## config.mk

```make
export PLATFORM = sky130hd
export DESIGN_NAME = rv_core
export DESIGN_NICKNAME = d
export VERILOG_FILES = /design/src/common/rv_pkg.sv /design/src/common/decode_if.sv /design/src/common/exec_if.sv /design/src/rtl/gpr_file.sv /design/src/frontend/fetch_decode.sv /design/src/backend/execute_stage.sv /design/src/backend/retire_stage.sv /design/src/rtl/rv_core.sv
export SDC_FILE = /design/constraint.sdc
export NUM_CORES = 2
export LEC_CHECK = 0
export BUFFER_PORTS_ARGS = -buffer_cell sky130_fd_sc_hd__buf_2
export CELL_PAD_IN_SITES_DETAIL_PLACEMENT = 0
export CELL_PAD_IN_SITES_GLOBAL_PLACEMENT = 1
export CORE_UTILIZATION = 45
export CTS_BUF_LIST = sky130_fd_sc_hd__clkbuf_4 sky130_fd_sc_hd__clkbuf_8 sky130_fd_sc_hd__clkbuf_16
export DETAILED_ROUTE_END_ITERATION = 16
export GPL_ROUTABILITY_DRIVEN = 0
export PLACE_DENSITY_LB_ADDON = 0.1
export SYNTH_ARGS = -nofsm -noshare
export SYNTH_HDL_FRONTEND = slang
export SYNTH_SLANG_ARGS = --single-unit
```

## constraint.sdc

```tcl
create_clock -name clk -period 11.4 [get_ports clk]
set_input_delay 0.57 -clock clk [delete_from_list [all_inputs] [get_ports clk]]
set_output_delay 0.57 -clock clk [all_outputs]
set_load 0.01 [all_outputs]
```

## src/common/rv_pkg.sv

```systemverilog
package rv_pkg;

    localparam int XLEN     = 32;
    localparam int NUM_REGS = 32;

    typedef logic [XLEN-1:0] word_t;
    typedef logic [31:0]     pc_t;
    typedef logic [31:0]     insn_t;
    typedef logic [4:0]      reg_addr_t;

    localparam pc_t RESET_PC = 32'h0000_0000;
    localparam pc_t PC_STEP  = 32'd4;

    // addi x0, x0, 0 is what an empty decode slot holds.
    localparam insn_t NOP_INSN = 32'h0000_0013;

    localparam logic [6:0] OPC_LUI    = 7'b0110111;
    localparam logic [6:0] OPC_OP_IMM = 7'b0010011;
    localparam logic [6:0] OPC_OP     = 7'b0110011;
    localparam logic [6:0] OPC_STORE  = 7'b0100011;

    localparam logic [2:0] F3_ADD  = 3'b000;
    localparam logic [2:0] F3_SLL  = 3'b001;
    localparam logic [2:0] F3_SLT  = 3'b010;
    localparam logic [2:0] F3_SLTU = 3'b011;
    localparam logic [2:0] F3_XOR  = 3'b100;
    localparam logic [2:0] F3_SR   = 3'b101;
    localparam logic [2:0] F3_OR   = 3'b110;
    localparam logic [2:0] F3_AND  = 3'b111;
    localparam logic [2:0] F3_SW   = 3'b010;

    localparam logic [6:0] F7_ALT = 7'b0100000; // selects sub and sra.

    typedef enum logic [3:0] {
        ADD,
        SUB,
        SLL,
        SLT,
        SLTU,
        XOR,
        SRL,
        SRA,
        OR,
        AND,
        PASS_B // returns operand b, used by lui.
    } alu_op_e;

endpackage

```

## src/common/decode_if.sv

```systemverilog
`timescale 1ns/1ps

interface decode_if;
    import rv_pkg::*;

    logic      rd_wr_en;
    reg_addr_t rd_addr;
    reg_addr_t rs1_addr;
    reg_addr_t rs2_addr;
    word_t     rs1_data;
    word_t     rs2_data;
    word_t     imm;       // already sign extended.
    logic      use_imm;
    alu_op_e   alu_op;
    logic      is_store;

    modport producer (
        output rd_wr_en, rd_addr, rs1_addr, rs2_addr, rs1_data, rs2_data,
        output imm, use_imm, alu_op, is_store
    );

    modport consumer (
        input rd_wr_en, rd_addr, rs1_addr, rs2_addr, rs1_data, rs2_data,
        input imm, use_imm, alu_op, is_store
    );

endinterface

```

## src/common/exec_if.sv

```systemverilog
`timescale 1ns/1ps

interface exec_if;
    import rv_pkg::*;

    logic      rd_wr_en;
    reg_addr_t rd_addr;
    word_t     result;     // holds the store address for a store.
    logic      is_store;
    word_t     store_data;

    modport producer (
        output rd_wr_en, rd_addr, result, is_store, store_data
    );

    modport consumer (
        input rd_wr_en, rd_addr, result, is_store, store_data
    );

endinterface

```

## src/rtl/gpr_file.sv

```systemverilog
`timescale 1ns/1ps

module gpr_file (
    input  logic              clk,
    input  logic              rst_n,
    input  rv_pkg::reg_addr_t i_rs1_addr,
    input  rv_pkg::reg_addr_t i_rs2_addr,
    output rv_pkg::word_t     o_rs1_data,
    output rv_pkg::word_t     o_rs2_data,
    input  logic              i_wr_en,
    input  rv_pkg::reg_addr_t i_wr_addr,
    input  rv_pkg::word_t     i_wr_data
);
    import rv_pkg::*;

    word_t regs [NUM_REGS];

    // a write landing this cycle is seen by the reader, which closes distance three.
    function automatic word_t read_reg(input reg_addr_t addr);
        if (addr == '0) begin
            return '0;
        end else if (i_wr_en && (i_wr_addr == addr)) begin
            return i_wr_data;
        end
        return regs[addr];
    endfunction

    always_ff @(posedge clk) begin
        if (rst_n && i_wr_en && (i_wr_addr != '0)) begin
            regs[i_wr_addr] <= i_wr_data; // x0 is never written.
        end
    end

    always_comb begin
        o_rs1_data = read_reg(i_rs1_addr);
        o_rs2_data = read_reg(i_rs2_addr);
    end

endmodule

```

## src/frontend/fetch_decode.sv

```systemverilog
`timescale 1ns/1ps

module fetch_decode (
    input  logic              clk,
    input  logic              rst_n,
    input  logic              i_stall,
    input  rv_pkg::insn_t     i_insn,
    output rv_pkg::pc_t       o_pc,
    output rv_pkg::reg_addr_t o_rs1_addr,
    output rv_pkg::reg_addr_t o_rs2_addr,
    input  rv_pkg::word_t     i_rs1_data,
    input  rv_pkg::word_t     i_rs2_data,
    decode_if.producer        dec
);
    import rv_pkg::*;

    pc_t        pc_q;
    insn_t      insn_q;
    logic [6:0] opcode;
    logic [2:0] funct3;
    logic [6:0] funct7;
    word_t      imm_i;
    word_t      imm_s;
    word_t      imm_u;
    alu_op_e    alu_sel;
    logic       alu_ok;

    always_ff @(posedge clk) begin
        if (!rst_n) begin
            pc_q   <= RESET_PC;
            insn_q <= NOP_INSN;
        end else if (!i_stall) begin
            pc_q   <= pc_q + PC_STEP;
            insn_q <= i_insn; // sampled on the same edge that moves the pc.
        end
    end

    assign o_pc   = pc_q;
    assign opcode = insn_q[6:0];
    assign funct3 = insn_q[14:12];
    assign funct7 = insn_q[31:25];

    assign imm_i = {{20{insn_q[31]}}, insn_q[31:20]};
    assign imm_s = {{20{insn_q[31]}}, insn_q[31:25], insn_q[11:7]};
    assign imm_u = {insn_q[31:12], 12'b0};

    assign o_rs1_addr    = insn_q[19:15];
    assign o_rs2_addr    = insn_q[24:20];
    assign dec.rs1_addr  = insn_q[19:15];
    assign dec.rs2_addr  = insn_q[24:20];
    assign dec.rd_addr   = insn_q[11:7];
    assign dec.rs1_data  = i_rs1_data;
    assign dec.rs2_data  = i_rs2_data;

    // funct7 only matters for sub, sra and the shift immediates.
    always_comb begin
        case (funct3)
            F3_ADD:  alu_sel = (opcode == OPC_OP && funct7 == F7_ALT) ? SUB : ADD;
            F3_SLL:  alu_sel = SLL;
            F3_SLT:  alu_sel = SLT;
            F3_SLTU: alu_sel = SLTU;
            F3_XOR:  alu_sel = XOR;
            F3_SR:   alu_sel = (funct7 == F7_ALT) ? SRA : SRL;
            F3_OR:   alu_sel = OR;
            default: alu_sel = AND;
        endcase

        if (opcode == OPC_OP) begin
            alu_ok = (funct7 == 7'b0) ||
                     (funct7 == F7_ALT && (funct3 == F3_ADD || funct3 == F3_SR));
        end else if (funct3 == F3_SLL) begin
            alu_ok = (funct7 == 7'b0);
        end else if (funct3 == F3_SR) begin
            alu_ok = (funct7 == 7'b0) || (funct7 == F7_ALT);
        end else begin
            alu_ok = 1'b1;
        end
    end

    always_comb begin
        dec.rd_wr_en = 1'b0;
        dec.is_store = 1'b0;
        dec.use_imm  = 1'b0;
        dec.alu_op   = ADD;
        dec.imm      = imm_i;
        case (opcode)
            OPC_LUI: begin
                dec.rd_wr_en = 1'b1;
                dec.use_imm  = 1'b1;
                dec.alu_op   = PASS_B;
                dec.imm      = imm_u;
            end
            OPC_OP_IMM: begin
                dec.rd_wr_en = alu_ok;
                dec.use_imm  = 1'b1;
                dec.alu_op   = alu_sel;
            end
            OPC_OP: begin
                dec.rd_wr_en = alu_ok;
                dec.alu_op   = alu_sel;
            end
            OPC_STORE: begin
                dec.is_store = (funct3 == F3_SW); // sb and sh fall through as no-ops.
                dec.use_imm  = 1'b1;
                dec.imm      = imm_s;
            end
            default: ;
        endcase
    end

endmodule

```

## src/backend/execute_stage.sv

```systemverilog
`timescale 1ns/1ps

module execute_stage (
    input  logic              clk,
    input  logic              rst_n,
    input  logic              i_stall,
    decode_if.consumer        dec,
    exec_if.producer          ex,
    input  logic              i_m_wr_en,
    input  rv_pkg::reg_addr_t i_m_wr_addr,
    input  rv_pkg::word_t     i_m_wr_data,
    input  logic              i_w_wr_en,
    input  rv_pkg::reg_addr_t i_w_wr_addr,
    input  rv_pkg::word_t     i_w_wr_data
);
    import rv_pkg::*;

    logic      x_rd_wr_en;
    logic      x_is_store;
    reg_addr_t x_rd_addr;
    reg_addr_t x_rs1_addr;
    reg_addr_t x_rs2_addr;
    word_t     x_rs1_data;
    word_t     x_rs2_data;
    word_t     x_imm;
    logic      x_use_imm;
    alu_op_e   x_alu_op;

    word_t     op_a;
    word_t     rs2_fwd;
    word_t     op_b;
    word_t     alu_out;

    // the younger result in memory wins over the older one in writeback.
    function automatic word_t forward(input reg_addr_t addr, input word_t reg_val);
        if (addr != '0 && i_m_wr_en && i_m_wr_addr == addr) begin
            return i_m_wr_data;
        end else if (addr != '0 && i_w_wr_en && i_w_wr_addr == addr) begin
            return i_w_wr_data;
        end
        return reg_val;
    endfunction

    always_ff @(posedge clk) begin
        if (!rst_n) begin
            x_rd_wr_en <= 1'b0;
            x_is_store <= 1'b0;
        end else if (!i_stall) begin
            x_rd_wr_en <= dec.rd_wr_en;
            x_is_store <= dec.is_store;
        end
    end

    always_ff @(posedge clk) begin
        if (!i_stall) begin
            x_rd_addr  <= dec.rd_addr;
            x_rs1_addr <= dec.rs1_addr;
            x_rs2_addr <= dec.rs2_addr;
            x_rs1_data <= dec.rs1_data;
            x_rs2_data <= dec.rs2_data;
            x_imm      <= dec.imm;
            x_use_imm  <= dec.use_imm;
            x_alu_op   <= dec.alu_op;
        end
    end

    always_comb begin
        op_a    = forward(x_rs1_addr, x_rs1_data);
        rs2_fwd = forward(x_rs2_addr, x_rs2_data);
        op_b    = x_use_imm ? x_imm : rs2_fwd;
    end

    always_comb begin
        case (x_alu_op)
            ADD:     alu_out = op_a + op_b;
            SUB:     alu_out = op_a - op_b;
            SLL:     alu_out = op_a << op_b[4:0];
            SLT:     alu_out = {{(XLEN-1){1'b0}}, $signed(op_a) < $signed(op_b)};
            SLTU:    alu_out = {{(XLEN-1){1'b0}}, op_a < op_b};
            XOR:     alu_out = op_a ^ op_b;
            SRL:     alu_out = op_a >> op_b[4:0];
            SRA:     alu_out = $signed(op_a) >>> op_b[4:0];
            OR:      alu_out = op_a | op_b;
            AND:     alu_out = op_a & op_b;
            default: alu_out = op_b;
        endcase
    end

    assign ex.rd_wr_en   = x_rd_wr_en;
    assign ex.rd_addr    = x_rd_addr;
    assign ex.result     = alu_out;  // a store decodes to add, so this is rs1 plus imm.
    assign ex.is_store   = x_is_store;
    assign ex.store_data = rs2_fwd;

endmodule

```

## src/backend/retire_stage.sv

```systemverilog
`timescale 1ns/1ps

module retire_stage (
    input  logic              clk,
    input  logic              rst_n,
    input  logic              i_stall,
    exec_if.consumer          ex,
    output logic              o_m_wr_en,
    output rv_pkg::reg_addr_t o_m_wr_addr,
    output rv_pkg::word_t     o_m_wr_data,
    output logic              o_w_wr_en,
    output rv_pkg::reg_addr_t o_w_wr_addr,
    output rv_pkg::word_t     o_w_wr_data,
    output logic              o_dmem_wr_en,
    output rv_pkg::word_t     o_dmem_addr,
    output rv_pkg::word_t     o_dmem_wr_data
);
    import rv_pkg::*;

    logic      m_rd_wr_en;
    logic      m_is_store;
    reg_addr_t m_rd_addr;
    word_t     m_result;
    word_t     m_store_data;

    logic      w_rd_wr_en;
    reg_addr_t w_rd_addr;
    word_t     w_result;

    always_ff @(posedge clk) begin
        if (!rst_n) begin
            m_rd_wr_en <= 1'b0;
            m_is_store <= 1'b0;
            w_rd_wr_en <= 1'b0;
        end else if (!i_stall) begin
            m_rd_wr_en <= ex.rd_wr_en;
            m_is_store <= ex.is_store;
            w_rd_wr_en <= m_rd_wr_en;
        end
    end

    always_ff @(posedge clk) begin
        if (!i_stall) begin
            m_rd_addr    <= ex.rd_addr;
            m_result     <= ex.result;
            m_store_data <= ex.store_data;
            w_rd_addr    <= m_rd_addr;
            w_result     <= m_result;
        end
    end

    // held stages would repeat the store, so the enable drops during a halt.
    assign o_dmem_wr_en   = m_is_store && !i_stall;
    assign o_dmem_addr    = m_result;
    assign o_dmem_wr_data = m_store_data;

    assign o_m_wr_en   = m_rd_wr_en;
    assign o_m_wr_addr = m_rd_addr;
    assign o_m_wr_data = m_result;

    assign o_w_wr_en   = w_rd_wr_en;
    assign o_w_wr_addr = w_rd_addr;
    assign o_w_wr_data = w_result;

endmodule

```

## src/rtl/rv_core.sv

```systemverilog
`timescale 1ns/1ps

module rv_core (
    input  logic          clk,
    input  logic          rst_n,
    input  rv_pkg::insn_t i_insn,
    output rv_pkg::pc_t   o_pc,
    input  logic          i_fetch_halt,
    output logic          o_dmem_wr_en,
    output rv_pkg::word_t o_dmem_addr,
    output rv_pkg::word_t o_dmem_wr_data
);
    import rv_pkg::*;

    reg_addr_t rs1_addr;
    reg_addr_t rs2_addr;
    word_t     rs1_data;
    word_t     rs2_data;

    logic      m_wr_en;
    reg_addr_t m_wr_addr;
    word_t     m_wr_data;
    logic      w_wr_en;
    reg_addr_t w_wr_addr;
    word_t     w_wr_data;

    decode_if dec_bus ();
    exec_if   ex_bus ();

    fetch_decode u_fetch_decode (
        .clk        (clk),
        .rst_n      (rst_n),
        .i_stall    (i_fetch_halt),
        .i_insn     (i_insn),
        .o_pc       (o_pc),
        .o_rs1_addr (rs1_addr),
        .o_rs2_addr (rs2_addr),
        .i_rs1_data (rs1_data),
        .i_rs2_data (rs2_data),
        .dec        (dec_bus.producer)
    );

    gpr_file u_gpr_file (
        .clk        (clk),
        .rst_n      (rst_n),
        .i_rs1_addr (rs1_addr),
        .i_rs2_addr (rs2_addr),
        .o_rs1_data (rs1_data),
        .o_rs2_data (rs2_data),
        .i_wr_en    (w_wr_en),
        .i_wr_addr  (w_wr_addr),
        .i_wr_data  (w_wr_data)
    );

    execute_stage u_execute_stage (
        .clk         (clk),
        .rst_n       (rst_n),
        .i_stall     (i_fetch_halt),
        .dec         (dec_bus.consumer),
        .ex          (ex_bus.producer),
        .i_m_wr_en   (m_wr_en),
        .i_m_wr_addr (m_wr_addr),
        .i_m_wr_data (m_wr_data),
        .i_w_wr_en   (w_wr_en),
        .i_w_wr_addr (w_wr_addr),
        .i_w_wr_data (w_wr_data)
    );

    retire_stage u_retire_stage (
        .clk            (clk),
        .rst_n          (rst_n),
        .i_stall        (i_fetch_halt),
        .ex             (ex_bus.consumer),
        .o_m_wr_en      (m_wr_en),
        .o_m_wr_addr    (m_wr_addr),
        .o_m_wr_data    (m_wr_data),
        .o_w_wr_en      (w_wr_en),
        .o_w_wr_addr    (w_wr_addr),
        .o_w_wr_data    (w_wr_data),
        .o_dmem_wr_en   (o_dmem_wr_en),
        .o_dmem_addr    (o_dmem_addr),
        .o_dmem_wr_data (o_dmem_wr_data)
    );

endmodule

```

# == Yosys cells after proc, flatten, opt, wreduce, memory -nomap -nowiden ==
# Memory sizes are Yosys's and may differ from the RTL's. A register that Yosys moved wholly into a read port is not among the register bits.
# Index checks and enable logic that the tools add are counted.
# classes
n_bitwise,3
n_mux,39
shift,3
order_cmp,2
add_sub_neg,3
n_eq_ne,26
n_reduce_logical,29
# op_table
cell,count
32-bit 2-to-1 mux,13
32-bit case mux with 10 select lines,1
32-bit less-than comparator,2
31-bit case mux with 2 select lines,1
32-bit by 3-bit adder with 32-bit output (second input constant),1
32-bit adder,1
32-bit bitwise AND,1
32-bit OR,1
32-bit by 5-bit << shifter with 32-bit output,1
32-bit by 5-bit >> shifter with 32-bit output,1
32-bit by 5-bit >>> shifter with 32-bit output,1
32-bit subtractor,1
32-bit bitwise XOR,1
5-bit equality test,6
7-bit by 6-bit equality test with 1-bit output (second input constant),4
4-bit case mux with 7 select lines,1
5-bit 2-to-1 mux,4
1-bit 2-to-1 mux,17
4-bit by 3-bit equality test with 1-bit output (second input constant),4
1-bit logical AND,15
5-bit nonzero test,3
5-bit logical NOT,2
3-bit equality test (second input constant),3
4-bit by 2-bit equality test with 1-bit output (second input constant),2
other kinds (14),18
# totals
ram_bits,1024
inputBits,35
mem_count,1
elab_cells,126
regBits,291
# memory_table
name,depth,width,rd,rd_ports_with_merged_regs,write_ports,line,text
u_gpr_file.regs,32,32,2,2,1,gpr_file.sv:16,word_t regs [NUM_REGS];

# == Longest topological paths before layout ==
# logic_depth
depth_word,9
mapped_depth,24
mapped_depth_nobuf,20

# == Modules after synthesis ==
# A second synthesis with hierarchy kept.
# unflattened
hier_cells,5061
area_unflattened_um2,70461.3
# modules_own_cells
mod,n_inst,cells_per_inst,area_per_inst_um2
gpr_file,1,2618,48587.8
execute_stage,1,1845,14577.7
fetch_decode,1,448,3746.1
retire_stage,1,150,3549.7

# == Least setup slack after synthesis ==
# OpenSTA, ideal clock, no wires.
# synth_timing
kind,input -> register
start,input i_fetch_halt
end,"register u_fetch_decode.pc_q[30], in the netlist u_fetch_decode.o_pc[30]"
setup_ns,0.115
slack_ns,4.631
required_time_ns,11.285
arrival_time_ns,6.654
path_stages,9
cell_sequence,clkbuf_1 inv_1 and3_1 clkbuf_1 nand3_1 nor2_1 nand4_1 xnor2_1 and2_1
# synth_lines
item,line,text
"start, declared",rv_core.sv:8,"input logic i_fetch_halt,"
"end signal, assigned",fetch_decode.sv:33,pc_q <= pc_q + PC_STEP;
"end, declared",fetch_decode.sv:17,pc_t pc_q;

# == Worst setup path in the final report ==
# layout_timing
start,register u_execute_stage.x_rs2_addr[0]
end,"register u_retire_stage.m_result[28], in the netlist u_retire_stage.o_dmem_addr[28] (data pin)"
# layout_between
elab_chain_len,9
# layout_rtl
item,line,text
"start, declared",execute_stage.sv:22,reg_addr_t x_rs2_addr;
"start signal, assigned",execute_stage.sv:58,x_rs2_addr <= dec.rs2_addr;
5-bit nonzero test,"execute_stage.sv:36, execute_stage.sv:38",
1-bit logical AND (2 in a row),execute_stage.sv:38,end else if (addr != '0 && i_w_wr_en && i_w_wr_addr == addr) begin
1-bit 2-to-1 mux,execute_stage.sv:38,
1-bit 2-to-1 mux,execute_stage.sv:36,if (addr != '0 && i_m_wr_en && i_m_wr_addr == addr) begin
32-bit 2-to-1 mux (*),execute_stage.sv:41,return reg_val;
32-bit 2-to-1 mux (*),execute_stage.sv:70,op_b = x_use_imm ? x_imm : rs2_fwd;
"32-bit subtractor, or another cell as far along",execute_stage.sv:76,SUB: alu_out = op_a - op_b;
32-bit case mux with 10 select lines (*),execute_stage.sv:74,case (x_alu_op)
named net ex_bus.result[28],exec_if.sv:8,word_t result;
"end signal, assigned",retire_stage.sv:45,m_result <= ex.result;
"end, declared",retire_stage.sv:23,word_t m_result;
# The timed path passes the listed nets; every way through them passes the cells marked *.
# A chain may end at the register's enable or synchronous reset.

==> metrics.txt <==
Startpoint Class register; post-DR vias/cell 6.61; fill cell count between 10k and 15k; die footprint 0.154 mm²; root buffer cell clkbuf_16; vias in the first global route between 40k and 50k; worst slack, placed roughly 4500 ps; Peak VDD IR 0.000160 V; Achievable Freq 138 MHz; Arrival @ worst endpoint roughly 7900 ps; Final ANT Viol Nets 0; row cnt between 100 and 150; final hold violation count 0; fraction of registers with async set/reset 0; reg-to-reg startpoint u_execute_stage.x_rs2_addr[0]; Worst-path clk slew around 60 ps; CTS Buf Count ~150; hold buffers post-CTS 26; Core Area approximately 0.15 mm²; worst setup path class register to register; first-pass GRT wire length roughly 330,000 µm; Multi-input gate area 0.0286 mm²; Worst Hold Depth 3; synth warn 0; Layout Nets roughly 4.7k; largest family of logic cells by synthesized area multiplexers; final hold slack ~56 ps; Reg area just under 0.04 mm²; # Post-CTS Setup Buffers 0; Finished Core Util 0.511; Post-Synth XOR/XNOR Area 0.0102; IO buf count approximately 130; Fin Setup TNS 0 ps; aggregate global-route resource usage 0.305; RSZ-0062 raised after global routing no; IO Count 132; mapped cell area roughly 0.069 mm²; R2R depth 21; hold path start i_insn[18]; Post-Syn Instances between 4k and 5k; Final Slew Violations 0; slowest stage delay, CP 1040 ps; Post-CTS Resized 0; final clock skew roughly 40 ps; pwr/cell area between 150 and 200 mW/mm²; via count between 40k and 50k; Slowest-stage cell, CP a311oi_1; first-iteration detailed-routing DRC count 5,834; die width slightly below 400 µm; endpoints failing setup 0; final setup margin between 4000 and 5000 ps; Worst Max-Slew Pin Slew about 1300 ps; die height 393 µm; ys flop type edfxtp_1; Crit. End Element register; post-layout min period a little over 7000 ps; Seq/Total Area, Yosys 0.566; Data required, critical path roughly 12,000 ps; min-delay worst type input port to register; largest net degree at the start of global routing approximately 150; Compound-Gate Fraction of Synth Area 0.0769; final std cells w/o fill just under 7k; synth unique cells slightly below 90; Area growth syn-to-layout 12.9%; Synth Area in Adders 0.0189; DP HPWL around 140,000 µm; CTS tree yes; crit path launch u_execute_stage.x_rs2_addr[0]; crit path max fanout 62; design area between 0.07 and 0.08 mm²; dpl cells 6,459; Simple-Gate Fraction of Synth Area 0.0555; mux contribution to synthesized area 0.248; Post-synth EDFFs around 1.2k; drt pass-1 iters 9; Avg Cell Area, Syn 15.5 µm²; Seq cells post-synth between 1k and 1.5k; TritonCTS Sinks roughly 1.3k; initial antenna violation count 7; DRT Wirelength 234,000 µm; total power 12.8 mW; layout cells sized above 1 0.273; CP most frequent cell buf_4; total gr overflow 0; detailed-route DRC error count 0; Slew Limit Headroom 0.110; max_cap viols 0; outcome complete, no violations; final worst-path cycle share 0.633; CTS H-tree lvls 4; Initial Utilization 0.453; Pleak approximately 25 nW; Area after DPL around 0.072 mm²; WL/cell between 30 and 40 µm; worst skew pair latency roughly 800 ps; Max clock buf depth 3; crit path cell chain or4_1 -> o211ai_1 -> nor2_4 -> buf_4 -> o31a_1 -> nor2_8 -> buf_4 -> inv_4 -> ha_1 -> o21bai_1 -> a21oi_1 -> o41ai_1 -> a32oi_1 -> o21ai_0 -> buf_4 -> a311oi_1 -> o21ai_0 -> a22oi_1 -> xnor2_1 -> nand2_1 -> a21oi_1
## power breakdown
| part | internal [mW] | total (mW) | switching, mW |
|---|---|---|---|
| clock network | 2.81 | 4.88 | 2.08 |
| logic | 0.799 | 2.16 | 1.36 |
| registers | 5.52 | 5.73 | 0.206 |
| total | 9.13 | 12.8 | 3.65 |
## sequential cells by signal (all words and copies together) (netlist names), named ones only
signal,cells
u_fetch_decode.o_pc,30
u_fetch_decode.insn_q,32
u_execute_stage.x_use_imm,1
u_retire_stage.o_w_wr_en,1
u_execute_stage.x_rs2_data,32
u_execute_stage.x_alu_op,4
u_retire_stage.o_dmem_addr,32
u_retire_stage.o_m_wr_en,1
u_retire_stage.m_is_store,1
u_retire_stage.o_m_wr_addr,5
u_retire_stage.o_w_wr_data,32
u_execute_stage.x_rs2_addr,5
u_execute_stage.ex.rd_wr_en,1
u_retire_stage.o_w_wr_addr,5
u_execute_stage.x_rs1_addr,5
u_execute_stage.x_imm,32
u_execute_stage.x_rs1_data,32
u_retire_stage.o_dmem_wr_data,32
u_execute_stage.ex.rd_addr,5
u_execute_stage.ex.is_store,1
u_gpr_file.regs,1024
## cell families (layout without fill, tap and decap cells)
group	count (synthesis)	count (layout)
other	1	36
adder cells (fa/ha/maj)	103	103
AND/OR/NAND/NOR	808	808
AO/OA/AOI/OAI	805	805
multiplexers	888	888
flip-flops	1323	1323
buffers and inverters	436	691
XOR/XNOR	80	80
## final cells by class
class	count	share of cell area
Inverter	103	0.00511
Sequential cell	1323	0.502
Tap cell	2030	0.0327
Multi-Input combinational cell	2718	0.368
Antenna cell	2	0.0000644
Clock inverter	99	0.0128
Clock buffer	178	0.0514
Timing Repair Buffer	311	0.0275
## path summary, 6_finish.rpt
kind                                                        to  slack, ps
worst max register to register  u_retire_stage.o_dmem_addr[28]       4180
worst max-delay path            u_retire_stage.o_dmem_addr[28]       4180
worst min register to register   u_retire_stage.o_m_wr_addr[1]        420
worst min-delay path                 u_fetch_decode.insn_q[18]         60
## cells in the mapped netlist, types with 17 or more instances
| library cell | number | area (µm²) |
|---|---|---|
| edfxtp_1 | 1246 | 37400 |
| mux4_2 | 649 | 14600 |
| nor2_1 | 251 | 942 |
| clkbuf_1 | 233 | 875 |
| o21ai_0 | 215 | 1080 |
| mux2i_1 | 204 | 2040 |
| nand2_1 | 195 | 732 |
| a21oi_1 | 144 | 721 |
| ha_1 | 101 | 1260 |
| inv_1 | 99 | 372 |
| a211oi_1 | 92 | 691 |
| nand3_1 | 86 | 430 |
| buf_1 | 83 | 312 |
| dfxtp_1 | 77 | 1540 |
| nor3_1 | 72 | 360 |
| xnor2_1 | 61 | 534 |
| a21o_1 | 49 | 368 |
| nor2b_1 | 48 | 300 |
| a31oi_1 | 47 | 294 |
| and2_1 | 43 | 269 |
| mux2_2 | 35 | 394 |
| o211ai_1 | 35 | 263 |
| and3_1 | 21 | 131 |
| xor2_1 | 19 | 166 |
| a21boi_0 | 18 | 135 |
| a22oi_1 | 17 | 128 |
| nand4_1 | 17 | 106 |
## cells in the final DEF (no fill, tap or decap), types with 27 or more instances in the layout
master | Yosys | layout
a211oi_1 | 92 | 92
a21o_1 | 49 | 49
a21oi_1 | 144 | 143
a31oi_1 | 47 | 47
and2_1 | 43 | 44
buf_2 | 11 | 130
buf_4 | 4 | 150
clkbuf_16 | 0 | 150
clkinv_1 | 1 | 38
clkinv_2 | 0 | 27
conb_1 | 1 | 34
dfxtp_1 | 77 | 67
edfxtp_1 | 1246 | 1246
ha_1 | 101 | 101
inv_1 | 99 | 98
mux2_2 | 35 | 35
mux2i_1 | 204 | 204
mux4_2 | 649 | 649
nand2_1 | 195 | 195
nand3_1 | 86 | 84
nor2_1 | 251 | 216
nor2_4 | 0 | 35
nor2b_1 | 48 | 48
nor3_1 | 72 | 71
o211ai_1 | 35 | 35
o21ai_0 | 215 | 215
xnor2_1 | 61 | 61
## critical path: cells and delay by family (launching register included)
kind	cells	cell delay, ps
simple gates	4	860
compound gates	11	3780
flops	1	430
fa+ha+maj	1	360
buf+inv	4	1410
xor+xnor	1	150
## routing by layer
layer  up-vias  GRT usage  share of wire
met2      2229      0.474           0.46
met5         -          0        0.00027
met1     23400      0.409           0.39
met3       559     0.0586          0.082
li1      18500          -              -
met4         8      0.162          0.060
No activity file was read; power rests on OpenSTA's default activity.
